===== src/common/pg_pkg.sv =====
/* shared types and constants of the pattern generator
   pattern_e order is the key stepping order, PAT_FIRST and PAT_LAST are its wrap ends */
package pg_pkg;

	// one colour channel
	typedef logic [7:0]  gray_t;

	// rgb pixel, red in the top byte
	typedef logic [23:0] pixel_t;

	// pixel or line position within the active raster
	typedef logic [11:0] coord_t;

	// tile index from the incremental dividers
	typedef logic [7:0]  tile_idx_t;

	typedef enum logic [4:0] {
		PAT_FRAME,
		PAT_BLACK,
		PAT_WHITE,
		PAT_BLUE,
		PAT_CHESS,
		PAT_CHESS_INV,
		PAT_GRAY_BAR_H,
		PAT_GRAY_BAR_V,
		PAT_GRAY192,
		PAT_GRAY127,
		PAT_GRAY64,
		PAT_GRAY32
	} pattern_e;

	localparam pattern_e PAT_FIRST   = PAT_FRAME;
	localparam pattern_e PAT_LAST    = PAT_GRAY32;
	localparam pattern_e PAT_DEFAULT = PAT_FRAME;

	localparam pixel_t RGB_BLACK = 24'h00_00_00;
	localparam pixel_t RGB_WHITE = 24'hff_ff_ff;
	localparam pixel_t RGB_BLUE  = 24'h00_00_ff;

	// flat gray levels, used on all three channels
	localparam gray_t GRAY_192 = 8'd192;
	localparam gray_t GRAY_127 = 8'd127;
	localparam gray_t GRAY_64  = 8'd64;
	localparam gray_t GRAY_32  = 8'd32;

endpackage

===== src/hw/pg_top.sv =====
/* test-pattern generator; H_ACT and V_ACT should divide by CHESS_COLS/ROWS and BAR_STEPS
   frame_start restarts the raster, flushes the FIFO and applies the selected pattern */
module pg_top import pg_pkg::*; #(
	parameter int H_ACT      = 1920,
	parameter int V_ACT      = 1080,
	parameter int CHESS_COLS = 8,
	parameter int CHESS_ROWS = 8,
	parameter int BAR_STEPS  = 32,
	parameter int FIFO_DEPTH = 16
) (
	input  logic   clk,
	input  logic   rst_n,
	input  logic   frame_start,
	input  logic   key_up,
	input  logic   key_down,
	output pixel_t out_data,
	output logic   out_valid,
	input  logic   out_ready
);

	// tile sizes in pixels and lines
	localparam int CHESS_W = H_ACT / CHESS_COLS;
	localparam int CHESS_H = V_ACT / CHESS_ROWS;
	localparam int BAR_W   = H_ACT / BAR_STEPS;
	localparam int BAR_H   = V_ACT / BAR_STEPS;

	pattern_e  active_pattern;
	coord_t    x;
	coord_t    y;
	logic      coord_valid;
	logic      px_step;
	logic      line_wrap;
	logic      line_step;
	logic      frame_wrap;
	tile_idx_t chess_col;
	tile_idx_t chess_row;
	tile_idx_t bar_col;
	tile_idx_t bar_row;
	pixel_t    pix_data;
	logic      pix_valid;
	logic      has_room;

	pattern_select i_pattern_select (
		.clk            (clk),
		.rst_n          (rst_n),
		.frame_start    (frame_start),
		.key_up         (key_up),
		.key_down       (key_down),
		.active_pattern (active_pattern)
	);

	raster_counter #(.H_ACT(H_ACT), .V_ACT(V_ACT)) i_raster_counter (
		.clk         (clk),
		.rst_n       (rst_n),
		.frame_start (frame_start),
		.has_room    (has_room),
		.x           (x),
		.y           (y),
		.coord_valid (coord_valid),
		.px_step     (px_step),
		.line_wrap   (line_wrap),
		.line_step   (line_step),
		.frame_wrap  (frame_wrap)
	);

	// horizontal dividers follow x, vertical ones follow y
	tile_divider #(.TILE(CHESS_W)) i_chess_col (
		.clk (clk), .rst_n (rst_n), .restart (line_wrap), .step (px_step), .index (chess_col)
	);

	tile_divider #(.TILE(CHESS_H)) i_chess_row (
		.clk (clk), .rst_n (rst_n), .restart (frame_wrap), .step (line_step), .index (chess_row)
	);

	tile_divider #(.TILE(BAR_W)) i_bar_col (
		.clk (clk), .rst_n (rst_n), .restart (line_wrap), .step (px_step), .index (bar_col)
	);

	tile_divider #(.TILE(BAR_H)) i_bar_row (
		.clk (clk), .rst_n (rst_n), .restart (frame_wrap), .step (line_step), .index (bar_row)
	);

	pattern_gen #(.H_ACT(H_ACT), .V_ACT(V_ACT), .BAR_STEPS(BAR_STEPS)) i_pattern_gen (
		.clk            (clk),
		.rst_n          (rst_n),
		.frame_start    (frame_start),
		.active_pattern (active_pattern),
		.x              (x),
		.y              (y),
		.coord_valid    (coord_valid),
		.chess_col      (chess_col),
		.chess_row      (chess_row),
		.bar_col        (bar_col),
		.bar_row        (bar_row),
		.pix_data       (pix_data),
		.pix_valid      (pix_valid)
	);

	pixel_fifo #(.FIFO_DEPTH(FIFO_DEPTH), .WIDTH($bits(pixel_t))) i_pixel_fifo (
		.clk      (clk),
		.rst_n    (rst_n),
		.flush    (frame_start),
		.wr_data  (pix_data),
		.wr_valid (pix_valid),
		.rd_data  (out_data),
		.rd_valid (out_valid),
		.rd_ready (out_ready),
		.has_room (has_room)
	);

endmodule


===== src/pixel_fifo/pixel_fifo.sv =====
/* register FIFO, head shown on rd_data while rd_valid; FIFO_DEPTH a power of two, >= 4
   has_room counts this cycle's write as taken; writes while full are dropped */
module pixel_fifo #(
	parameter int FIFO_DEPTH = 16,
	parameter int WIDTH      = 24
) (
	input  logic             clk,
	input  logic             rst_n,
	input  logic             flush,
	input  logic [WIDTH-1:0] wr_data,
	input  logic             wr_valid,
	output logic [WIDTH-1:0] rd_data,
	output logic             rd_valid,
	input  logic             rd_ready,
	output logic             has_room
);

	localparam int AW = $clog2(FIFO_DEPTH);

	logic [WIDTH-1:0] mem [FIFO_DEPTH];
	logic [AW-1:0]    wr_ptr;
	logic [AW-1:0]    rd_ptr;
	logic [AW:0]      count;
	logic [AW+1:0]    need;
	logic             full;
	logic             wr_en;
	logic             rd_en;

	assign full     = (count == (AW+1)'(FIFO_DEPTH));
	assign rd_valid = (count != '0);
	assign rd_data  = mem[rd_ptr];
	assign wr_en    = wr_valid & ~full;
	assign rd_en    = rd_valid & rd_ready;

	// room for the pending write plus two more in flight
	assign need     = (AW+2)'(count) + (AW+2)'(wr_valid) + (AW+2)'(2);
	assign has_room = (need <= (AW+2)'(FIFO_DEPTH));

	always_ff @(posedge clk) begin
		if (wr_en) begin
			mem[wr_ptr] <= wr_data;
		end
	end

	always_ff @(posedge clk or negedge rst_n) begin
		if (!rst_n) begin
			wr_ptr <= '0;
			rd_ptr <= '0;
			count  <= '0;
		end else if (flush) begin
			wr_ptr <= '0;
			rd_ptr <= '0;
			count  <= '0;
		end else begin
			if (wr_en) begin
				wr_ptr <= wr_ptr + 1'b1;
			end
			if (rd_en) begin
				rd_ptr <= rd_ptr + 1'b1;
			end
			case ({wr_en, rd_en})
				2'b10:   count <= count + 1'b1;
				2'b01:   count <= count - 1'b1;
				default: count <= count;
			endcase
		end
	end

endmodule


===== src/hw/pattern_gen.sv =====
/* colour of pixel (x,y) for the active pattern, registered one cycle later
   tile indices must line up with x/y; BAR_STEPS is a power of two up to 256 */
module pattern_gen import pg_pkg::*; #(
	parameter int H_ACT     = 1920,
	parameter int V_ACT     = 1080,
	parameter int BAR_STEPS = 32
) (
	input  logic      clk,
	input  logic      rst_n,
	input  logic      frame_start,
	input  pattern_e  active_pattern,
	input  coord_t    x,
	input  coord_t    y,
	input  logic      coord_valid,
	input  tile_idx_t chess_col,
	input  tile_idx_t chess_row,
	input  tile_idx_t bar_col,
	input  tile_idx_t bar_row,
	output pixel_t    pix_data,
	output logic      pix_valid
);

	// bar index times 256 / BAR_STEPS
	localparam int BAR_SHIFT = 8 - $clog2(BAR_STEPS);

	logic   on_border;
	logic   chess_black;
	gray_t  bar_gray_h;
	gray_t  bar_gray_v;
	pixel_t colour;

	assign on_border = (x == '0) || (x == coord_t'(H_ACT - 1)) ||
		(y == '0) || (y == coord_t'(V_ACT - 1));

	// tiles of differing parity are black
	assign chess_black = chess_col[0] ^ chess_row[0];

	assign bar_gray_h = gray_t'(bar_col << BAR_SHIFT);
	assign bar_gray_v = gray_t'(bar_row << BAR_SHIFT);

	always_comb begin
		case (active_pattern)
			PAT_FRAME:      colour = on_border ? RGB_WHITE : RGB_BLACK;
			PAT_BLACK:      colour = RGB_BLACK;
			PAT_WHITE:      colour = RGB_WHITE;
			PAT_BLUE:       colour = RGB_BLUE;
			PAT_CHESS:      colour = chess_black ? RGB_BLACK : RGB_WHITE;
			PAT_CHESS_INV:  colour = chess_black ? RGB_WHITE : RGB_BLACK;
			PAT_GRAY_BAR_H: colour = {3{bar_gray_h}};
			PAT_GRAY_BAR_V: colour = {3{bar_gray_v}};
			PAT_GRAY192:    colour = {3{GRAY_192}};
			PAT_GRAY127:    colour = {3{GRAY_127}};
			PAT_GRAY64:     colour = {3{GRAY_64}};
			PAT_GRAY32:     colour = {3{GRAY_32}};
			default:        colour = RGB_BLACK;
		endcase
	end

	always_ff @(posedge clk) begin
		if (coord_valid) begin
			pix_data <= colour;
		end
	end

	// frame_start drops whatever is in this stage
	always_ff @(posedge clk or negedge rst_n) begin
		if (!rst_n) begin
			pix_valid <= 1'b0;
		end else begin
			pix_valid <= coord_valid & ~frame_start;
		end
	end

endmodule


===== src/hw/pattern_select.sv =====
/* key_up and key_down are single-cycle pulses; both at once are ignored
   the selection reaches active_pattern only at frame_start */
module pattern_select import pg_pkg::*; (
	input  logic     clk,
	input  logic     rst_n,
	input  logic     frame_start,
	input  logic     key_up,
	input  logic     key_down,
	output pattern_e active_pattern
);

	pattern_e sel_pattern;
	pattern_e sel_next;

	always_comb begin
		sel_next = sel_pattern;
		if (key_up && !key_down) begin
			if (sel_pattern == PAT_LAST) begin
				sel_next = PAT_FIRST;
			end else begin
				sel_next = pattern_e'(sel_pattern + 5'd1);
			end
		end else if (key_down && !key_up) begin
			if (sel_pattern == PAT_FIRST) begin
				sel_next = PAT_LAST;
			end else begin
				sel_next = pattern_e'(sel_pattern - 5'd1);
			end
		end
	end

	always_ff @(posedge clk or negedge rst_n) begin
		if (!rst_n) begin
			sel_pattern <= PAT_DEFAULT;
		end else begin
			sel_pattern <= sel_next;
		end
	end

	// a key in the frame_start cycle only moves the selection
	always_ff @(posedge clk or negedge rst_n) begin
		if (!rst_n) begin
			active_pattern <= PAT_DEFAULT;
		end else if (frame_start) begin
			active_pattern <= sel_pattern;
		end
	end

endmodule


===== src/hw/tile_divider.sv =====
/* counts steps into tiles of TILE positions, so index = coordinate / TILE
   TILE must be at least 1; index wraps silently past 255 */
module tile_divider import pg_pkg::*; #(
	parameter int TILE = 8
) (
	input  logic      clk,
	input  logic      rst_n,
	input  logic      restart,
	input  logic      step,
	output tile_idx_t index
);

	// position inside the current tile
	coord_t pos;

	always_ff @(posedge clk or negedge rst_n) begin
		if (!rst_n) begin
			pos   <= '0;
			index <= '0;
		end else if (restart) begin
			pos   <= '0;
			index <= '0;
		end else if (step) begin
			if (pos == coord_t'(TILE - 1)) begin
				pos   <= '0;
				index <= index + 1'b1;
			end else begin
				pos <= pos + 1'b1;
			end
		end
	end

endmodule


===== src/hw/raster_counter.sv =====
/* raster scan of H_ACT x V_ACT, one coordinate per cycle while has_room is high
   x/y hold the next coordinate; it is consumed on every edge with coord_valid high */
module raster_counter import pg_pkg::*; #(
	parameter int H_ACT = 1920,
	parameter int V_ACT = 1080
) (
	input  logic   clk,
	input  logic   rst_n,
	input  logic   frame_start,
	input  logic   has_room,
	output coord_t x,
	output coord_t y,
	output logic   coord_valid,
	output logic   px_step,
	output logic   line_wrap,
	output logic   line_step,
	output logic   frame_wrap
);

	logic x_last;
	logic y_last;
	logic advance;

	assign x_last = (x == coord_t'(H_ACT - 1));
	assign y_last = (y == coord_t'(V_ACT - 1));

	// coordinate taken downstream this edge, so move on
	assign advance = coord_valid & ~frame_start;

	always_ff @(posedge clk or negedge rst_n) begin
		if (!rst_n) begin
			x           <= '0;
			y           <= '0;
			coord_valid <= 1'b0;
		end else if (frame_start) begin
			x           <= '0;
			y           <= '0;
			coord_valid <= 1'b0;
		end else begin
			coord_valid <= has_room;
			if (coord_valid) begin
				if (x_last) begin
					x <= '0;
					y <= y_last ? '0 : y + 1'b1;
				end else begin
					x <= x + 1'b1;
				end
			end
		end
	end

	// divider strobes act on the same edge as x/y
	assign px_step    = advance & ~x_last;
	assign line_wrap  = frame_start | (advance & x_last);
	assign line_step  = advance & x_last & ~y_last;
	assign frame_wrap = frame_start | (advance & x_last & y_last);

endmodule


===== config.mk =====
export PLATFORM = sky130hd
export DESIGN_NAME = pg_top
export DESIGN_NICKNAME = d
export VERILOG_FILES = /design/src/common/pg_pkg.sv /design/src/hw/pg_top.sv /design/src/pixel_fifo/pixel_fifo.sv /design/src/hw/pattern_gen.sv /design/src/hw/pattern_select.sv /design/src/hw/tile_divider.sv /design/src/hw/raster_counter.sv
export SDC_FILE = /design/constraint.sdc
export NUM_CORES = 1
export LEC_CHECK = 0
export BUFFER_PORTS_ARGS = -buffer_cell sky130_fd_sc_hd__buf_2
export CORE_ASPECT_RATIO = 0.5
export CORE_UTILIZATION = 55
export DETAILED_ROUTE_END_ITERATION = 16
export PLACE_DENSITY = 0.74
export SYNTH_ARGS = -nofsm -noshare
export SYNTH_HDL_FRONTEND = slang
export SYNTH_HIERARCHICAL = 1
export SYNTH_SLANG_ARGS = --single-unit

===== constraint.sdc =====
create_clock -name clk -period 3.5 [get_ports clk]
set_input_delay 0.525 -clock clk [delete_from_list [all_inputs] [get_ports clk]]
set_output_delay 0.525 -clock clk [all_outputs]
set_load 0.05 [all_outputs]

==> impl_metrics.tcl, run 1 <==
set metrics [dict create \
    cp.arrival_ps 2760 \
    cts.sinks 505 \
    ios 31 \
    final_common_cell "edfxtp_1" \
    drt_iter0_drc 1085 \
    setup_viol 0 \
    fillCellCount 2699 \
    path_clk_slew_ps 70 \
    antenna_found_initial 0 \
    port_buffers 30 \
    p_total_mw 16.2 \
    rsz0062_at_grt "false" \
    yosys_warnings 6 \
    min_path_type "input pin to async pin" \
    die_h_um 143 \
    slowest_stage "dfrtp_4" \
    placementRows 51 \
    critPathMaxFanout 15 \
    power_leakage_nw 8.23 \
    grt_start_max_net_pins 97 \
    die-area_um2 40500 \
    dpl.hpwl_mm 26.2 \
    critical_path.cell_chain "buf_4, mux4_2, a22oi_1, nand2_1, buf_2" \
    routabilityCongestion 0.846 \
    grt_pass1_vias 12200 \
    drv_slew 0 \
    drc 0 \
    hold_ws_ps 26.4 \
    die_w_um 283 \
    final_util_pct 61.8 \
    finalCritPeriodShare_pct 93.9 \
    status "complete, no violations" \
    drt_wl_total_mm 44.8 \
    vias 12400 \
    criticalPathCategory "flip-flop to output pin" \
    worst_slew_pin_slew_ps 1110 \
    required_ps 2970 \
    first_pass_iters 5 \
    vias_per_cell 6.21 \
    max_clock_freq_mhz 304 \
    finalSetupTns_ps 0 \
    nets 1456 \
    grt_pass1_wl_mm 69.4 \
    max-vdd-ir-drop_mv 0.459 \
    ant_nets 0 \
    hold_buffers 0 \
    cts_tree "yes" \
    crit_path_end_kind "output pin" \
    coreArea_um2 39000 \
    max_stage_delay_ps 600 \
    crit_family "flip-flops" \
    cts_buffers 45 \
    relSlewSlack_pct 25.8 \
    overflow 0 \
    clock_path_buffers 3 \
    synthCells 1380 \
    setup_slack_ps 214 \
    regArea_um2 14600 \
    initial_utilization_pct 55.9 \
    hold_viol 0 \
    drive_gt1_share_pct 21.1 \
    skew_ps 34.5 \
    finalCriticalPeriod_ps 3290 \
    final_cell_mix "396 x edfxtp_1, 107 x dfrtp_1, 97 x nand2_1" \
    crit_path_start_kind "flip-flop" \
    worstSkewPairLatency_ps 590 \
    num_antenna_cells 0 \
    synth.cell_area_um2 21800 \
    cts_root_buf "clkbuf_16" \
    wl_per_cell_um 22.5 \
    area_growth_pct 10.6 \
    drv_cap 0 \
    grtUsageTotal_pct 22.4 \
    place_ws_ps 466 \
    path_buf_inv 2 \
    synth_fp_nets 1408 \
    multi_input_area_um2 6590 \
    pwr_density_cell_nw_per_um2 674 \
    avgSynthCellArea_um2 15.8 \
    htree_levels 2 \
]
## power breakdown
group          internal (mW)  switching, mW
combinational           1.20           1.92
clock                   2.75           2.20
sequential              7.50          0.654
total                   11.5           4.77
## area by class of cell
| cell class | count | area share, % |
|---|---|---|
| sequential | 505 | 60.7 |
| multi-input combinational | 755 | 27.4 |
| clock buffer | 62 | 5.02 |
| tap | 530 | 2.75 |
| timing repair buffer | 85 | 2.57 |
| clock inverter | 19 | 1.01 |
| inverter | 36 | 0.561 |
## registers in the layout, summed over array words and instances, names as in the netlist, 12 cells and up
signal,flops
i_pixel_fifo/mem,384
i_bar_col/pos,12
i_bar_row/pos,12
i_chess_col/pos,12
i_chess_row/pos,12
i_pattern_gen/pix_data,12
i_raster_counter/x,12
i_raster_counter/y,12
## per-stage QoR
stage | instance area (µm²) | instances
2_1_floorplan | 21800 | 1380
3_3_place_gp | 22600 | 1901
3_5_place_dp | 22600 | 1901
4_1_cts | 24000 | 1982
5_1_grt | 24100 | 1992
6_report | 24100 | 1992
## metal layers
metal / wire, µm / GRT usage (%) / up-vias
met4: 595 / 4.35 / 0
met3: 3470 / 4.41 / 58
met1: 19100 / 31.7 / 6354
met2: 21700 / 36.7 / 459
li1: - / - / 5507
met5: 0 / 0 / -
## timing repair
| item | 4_1_cts | 5_1_grt |
|---|---|---|
| gates resized for setup | 0 | 1 |
| setup buffers | 0 | 10 |
| endpoints found under the hold margin | 0 | 0 |
| setup endpoints to repair | 0 | 9 |
## worst paths after layout
kind / from / end / slack (ps) / depth (start not counted)
worst min-delay path: rst_n / i_chess_row/pos[11] / 30 / 1
max in group asynchronous: rst_n / i_chess_col/pos[11] / 2740 / 2
worst min register to register: i_chess_row/pos[11] / i_chess_row/pos[11] / 560 / 2
worst max-delay path: i_pixel_fifo/rd_ptr[0] / out_data[20] / 210 / 5
min in group clk: out_ready / i_pixel_fifo/count[3] / 340 / 3
worst max register to register: i_raster_counter/x[0] / i_chess_col/pos[7] / 430 / 8
Power figures use the tool's default switching activity.
==> run 2, diff against run 1 <==
==> constraint.sdc (replaced) <==
create_clock -name clk -period 3.5 [get_ports clk]
set_input_delay 1.05 -clock clk [delete_from_list [all_inputs] [get_ports clk]]
set_output_delay 1.05 -clock clk [all_outputs]
set_load 0.05 [all_outputs]
==> run 2 against run 1 <==
- the flow now finishes with violations (negative setup slack)
- design area up 2.6%
- total power up 2.7%
- register-to-register slack worse by 20 ps
==> impl_metrics.tcl, run 2 (synthesis gave the netlist of run 1 again) <==
set metrics [dict create \
    power_leakage_nw 8.42 \
    crit_family "buffers and inverters" \
    critical_path.cell_chain "buf_12, buf_16, mux4_2, a22oi_2, nand2_1, buf_4" \
    die_w_um 283 \
    critPathMaxFanout 7 \
    coreArea_um2 39000 \
    final_common_cell "edfxtp_1" \
    die-area_um2 40500 \
    drc 0 \
    fillCellCount 2628 \
    port_buffers 30 \
    cts_tree "yes" \
    drv_cap 0 \
    max_clock_freq_mhz 282 \
    status "finished with violations" \
    cts_root_buf "clkbuf_16" \
    drt_wl_total_mm 50.3 \
    regArea_um2 14600 \
    overflow 0 \
    regToRegSetupSlack_ps 410 \
    cp.arrival_ps 2490 \
    rsz0062_at_grt "true" \
    wl_per_cell_um 25.1 \
    criticalPathCategory "flip-flop to output pin" \
    clock_path_buffers 3 \
    grt_pass1_wl_mm 72.5 \
    p_total_mw 16.7 \
    cts_buffers 43 \
    largest_reg_flops 384 \
    max_stage_delay_ps 540 \
    path_buf_inv 3 \
    nets 1469 \
    finalCritPeriodShare_pct 101 \
    finalSetupTns_ps -221 \
    area_growth_pct 13.5 \
    setup_viol 9 \
    r2r_cells 9 \
    finalCriticalPeriod_ps 3540 \
    placementRows 51 \
    num_antenna_cells 0 \
    skew_ps 13.8 \
    antenna_found_initial 0 \
    cts.sinks 505 \
    required_ps 2450 \
    initial_utilization_pct 55.9 \
    drv_slew 0 \
    ios 31 \
    grt_start_max_net_pins 97 \
    worstSkewPairLatency_ps 580 \
    pwr_density_cell_nw_per_um2 674 \
    slowest_stage "mux4_2" \
    crit_path_end_kind "output pin" \
    hold_viol 0 \
    first_pass_iters 5 \
    hold_buffers 0 \
    worstReg2RegStart "i_raster_counter/y[0]" \
    routabilityCongestion 0.849 \
    dpl.hpwl_mm 26.0 \
    crit_path_start_kind "flip-flop" \
    relSlewSlack_pct 3.68 \
    path_clk_slew_ps 70 \
    violations "negative setup slack" \
    drive_gt1_share_pct 24.4 \
    min_path_type "input pin to async pin" \
    multi_input_area_um2 6750 \
    grtUsageTotal_pct 23.5 \
    rr_endpoint "i_bar_row/pos[7]" \
    place_ws_ps 144 \
    stdcell_area_um2 24700 \
    hold_ws_ps 471 \
    grt_pass1_vias 12600 \
    final_cell_mix "396 x edfxtp_1, 107 x dfrtp_1, 96 x mux4_2" \
    worst_slew_pin_slew_ps 1440 \
    ant_nets 0 \
    vias 12800 \
    setup_slack_ps -44.7 \
    htree_levels 2 \
    drt_iter0_drc 1458 \
    die_h_um 143 \
    placed_area_um2 22600 \
    max-vdd-ir-drop_mv 0.399 \
    vias_per_cell 6.41 \
    max_flop_register "i_pixel_fifo/mem" \
]
## run 2: changes by cell type in the layout (fill, tap and decap cells not counted), sizes merged
cell    delta
buf        +7
clkinv     +4
inv        +3
bufinv     -2
clkbuf     -1
## run 2: cell type report
class                      count  area share (%)
sequential                   505            59.2
multi-input combinational    755            27.3
timing repair buffer         100            4.83
clock buffer                  53            4.59
tap                          530            2.68
clock inverter                24           0.876
inverter                      36           0.547
## run 2: how the worst max path moves through the flow
| stage | startpoint | to | slack [ps] | depth (start not counted) |
|---|---|---|---|---|
| floorplan | frame_start | i_bar_row/pos[10] | 70 | 11 |
| global placement | frame_start | i_bar_row/pos[7] | 210 | 9 |
| global route | i_pixel_fifo/rd_ptr[0] | out_data[0] | -130 | 6 |
| CTS | i_pixel_fifo/rd_ptr[0] | out_data[22] | -60 | 6 |
| detailed placement | frame_start | i_bar_row/pos[11] | 140 | 9 |
| finish | i_pixel_fifo/rd_ptr[0] | out_data[0] | -40 | 6 |
## run 2: report_power, final
| group | internal [mW] | leakage [nW] | switching (mW) |
|---|---|---|---|
| registers | 7.50 | 5.08 | 0.720 |
| logic | 1.63 | 2.69 | 2.10 |
| clock network | 2.49 | 0.652 | 2.22 |
## run 2: routing by layer
| layer | track usage [%] | wire, µm | vias up |
|---|---|---|---|
| met5 | 0 | 0 | - |
| met2 | 39.8 | 25400 | 580 |
| met4 | 5.18 | 935 | 0 |
| li1 | - | - | 5535 |
| met3 | 4.22 | 3950 | 85 |
| met1 | 32.2 | 19900 | 6647 |
## run 2: timing repair
item                       4_1_cts  5_1_grt
resized for setup               23       85
gates cloned                     1        8
pin swaps                        1       33
setup buffers                    6        8
setup endpoints to repair       23       24
## run 2: metrics by stage
step,utilization (%),std cells
detailed placement,58.1,1903
floorplan,-,1380
CTS,62.0,1987
global placement,58.1,1903
finish,63.4,2003
global route,63.4,2003
==> run 3, diff against run 2 <==
--- a/config.mk
+++ b/config.mk
@@ -10,6 +10,7 @@
 export CORE_UTILIZATION = 55
 export DETAILED_ROUTE_END_ITERATION = 16
 export PLACE_DENSITY = 0.74
+export SKIP_LAST_GASP = 1
 export SYNTH_ARGS = -nofsm -noshare
 export SYNTH_HDL_FRONTEND = slang
 export SYNTH_HIERARCHICAL = 1
==> run 3 against run 2 <==
- the run still ends with negative setup slack left
- first-iteration DRC count shrank 6.8%
- routed wire length shrank 0.64%
- utilization is the same
- via count shrank 0.25%
- flip-flop and latch count is the same
- critical path type unchanged
- largest cell class unchanged
- highest routed layer unchanged
==> impl_metrics.tcl, run 3 (synthesis gave the netlist of run 1 again) <==
set metrics [dict create \
    status "finished with violations" \
    violations "negative setup slack" \
    grt_pass1_wl_mm 72.5 \
    worstSkewPairLatency_ps 580 \
    grtUsageTotal_pct 23.5 \
    setup_slack_ps -51.3 \
    rsz0062_at_grt "true" \
    cts_buffers 43 \
    drv_slew 0 \
    max-vdd-ir-drop_mv 0.399 \
    placementRows 51 \
    die_w_um 283 \
    largest_reg_flops 384 \
    cp.arrival_ps 2500 \
    crit_path_start_kind "flip-flop" \
    die_h_um 143 \
    final_util_pct 63.4 \
    finalCritPeriodShare_pct 101 \
    critPathMostFrequentCell "clkbuf_16" \
    critical_path.cell_chain "clkbuf_16, clkbuf_16, mux4_2, a22oi_1, nand2_1, buf_6" \
    cts_root_buf "clkbuf_16" \
    ant_nets 0 \
    skew_ps 16.9 \
    wl_per_cell_um 25.0 \
    power_leakage_nw 8.42 \
    die-area_um2 40500 \
    hold_viol 0 \
    overflow 0 \
    crit_path_end_kind "output pin" \
    finalCriticalPeriod_ps 3550 \
    nets 1467 \
    path_buf_inv 3 \
    final_common_cell "edfxtp_1" \
    cts_tree "yes" \
    drive_gt1_share_pct 24.5 \
    cts.sinks 505 \
    max_stage_delay_ps 520 \
    area_growth_pct 13.5 \
    num_antenna_cells 0 \
    drt_iter0_drc 1359 \
    clock_path_buffers 3 \
    dpl.hpwl_mm 26.0 \
    hold_buffers 0 \
    setup_viol 7 \
    port_buffers 30 \
    relSlewSlack_pct 1.50 \
    ios 31 \
    stdcell_area_um2 24700 \
    min_path_type "input pin to async pin" \
    pwr_density_cell_nw_per_um2 674 \
    regToRegSetupSlack_ps 410 \
    critPathMaxFanout 7 \
    drt_wl_total_mm 49.9 \
    antenna_found_initial 0 \
    first_pass_iters 7 \
    crit_family "buffers and inverters" \
    final_cell_mix "396 x edfxtp_1, 107 x dfrtp_1, 96 x mux4_2" \
    grt_pass1_vias 12600 \
    max_flop_register "i_pixel_fifo/mem" \
    grt_start_max_net_pins 97 \
    placed_area_um2 22600 \
    criticalPathCategory "flip-flop to output pin" \
    max_clock_freq_mhz 282 \
    required_ps 2450 \
    htree_levels 2 \
    drv_cap 0 \
    drc 0 \
    place_ws_ps 144 \
    vias_per_cell 6.40 \
    worst_slew_pin_slew_ps 1480 \
    path_clk_slew_ps 70 \
    vias 12800 \
    routabilityCongestion 0.849 \
    initial_utilization_pct 55.9 \
    coreArea_um2 39000 \
    slowest_stage "mux4_2" \
]
## run 3: report_power, final
group	switching, mW	internal (mW)
clock	2.22	2.49
combinational	2.09	1.62
sequential	0.724	7.50
## run 3: repair_timing
item | 4_1_cts | 5_1_grt
setup buffers | 6 | 6
cloned | 1 | 8
pin swaps | 1 | 31
setup endpoints to repair | 23 | 24
resized for setup | 19 | 95
## run 3: metrics by stage
stage / power [mW] / instances / hold slack, ps / TNS (ps)
2_1_floorplan: 10.5 / 1380 / 479 / 0
3_3_place_gp: 11.2 / 1903 / 523 / 0
3_5_place_dp: 11.4 / 1903 / 533 / 0
4_1_cts: 16.2 / 1987 / 476 / -775
5_1_grt: 17.2 / 2001 / 489 / -1040
6_report: 16.7 / 2001 / 473 / -195
## run 3: worst paths after layout
kind	start	endpoint	cells after the start
worst min-delay path	rst_n	i_bar_row/pos[1]	1
min in group clk	i_chess_row/pos[11]	i_chess_row/pos[11]	2
max in group asynchronous	rst_n	i_chess_col/pos[8]	2
worst min register to register	i_chess_row/pos[11]	i_chess_row/pos[11]	2
worst max-delay path	i_pixel_fifo/rd_ptr[0]	out_data[2]	6
worst max register to register	i_raster_counter/y[0]	i_bar_row/pos[7]	9
## run 3: routing by layer
metal  track usage [%]  wire [µm]
met5                 0          0
met4              5.18        945
met3              4.22       4070
met2              39.7      25000
met1              32.3      19900
## run 3: final cells by class
| cell class | instances | area [µm²] |
|---|---|---|
| Clock buffer | 53 | 1130 |
| Timing Repair Buffer | 98 | 1180 |
| Clock inverter | 24 | 216 |
| Inverter | 36 | 135 |
| Multi-Input combinational cell | 755 | 6770 |
| Fill cell | 2621 | 14300 |
| Sequential cell | 505 | 14600 |
| Tap cell | 530 | 663 |
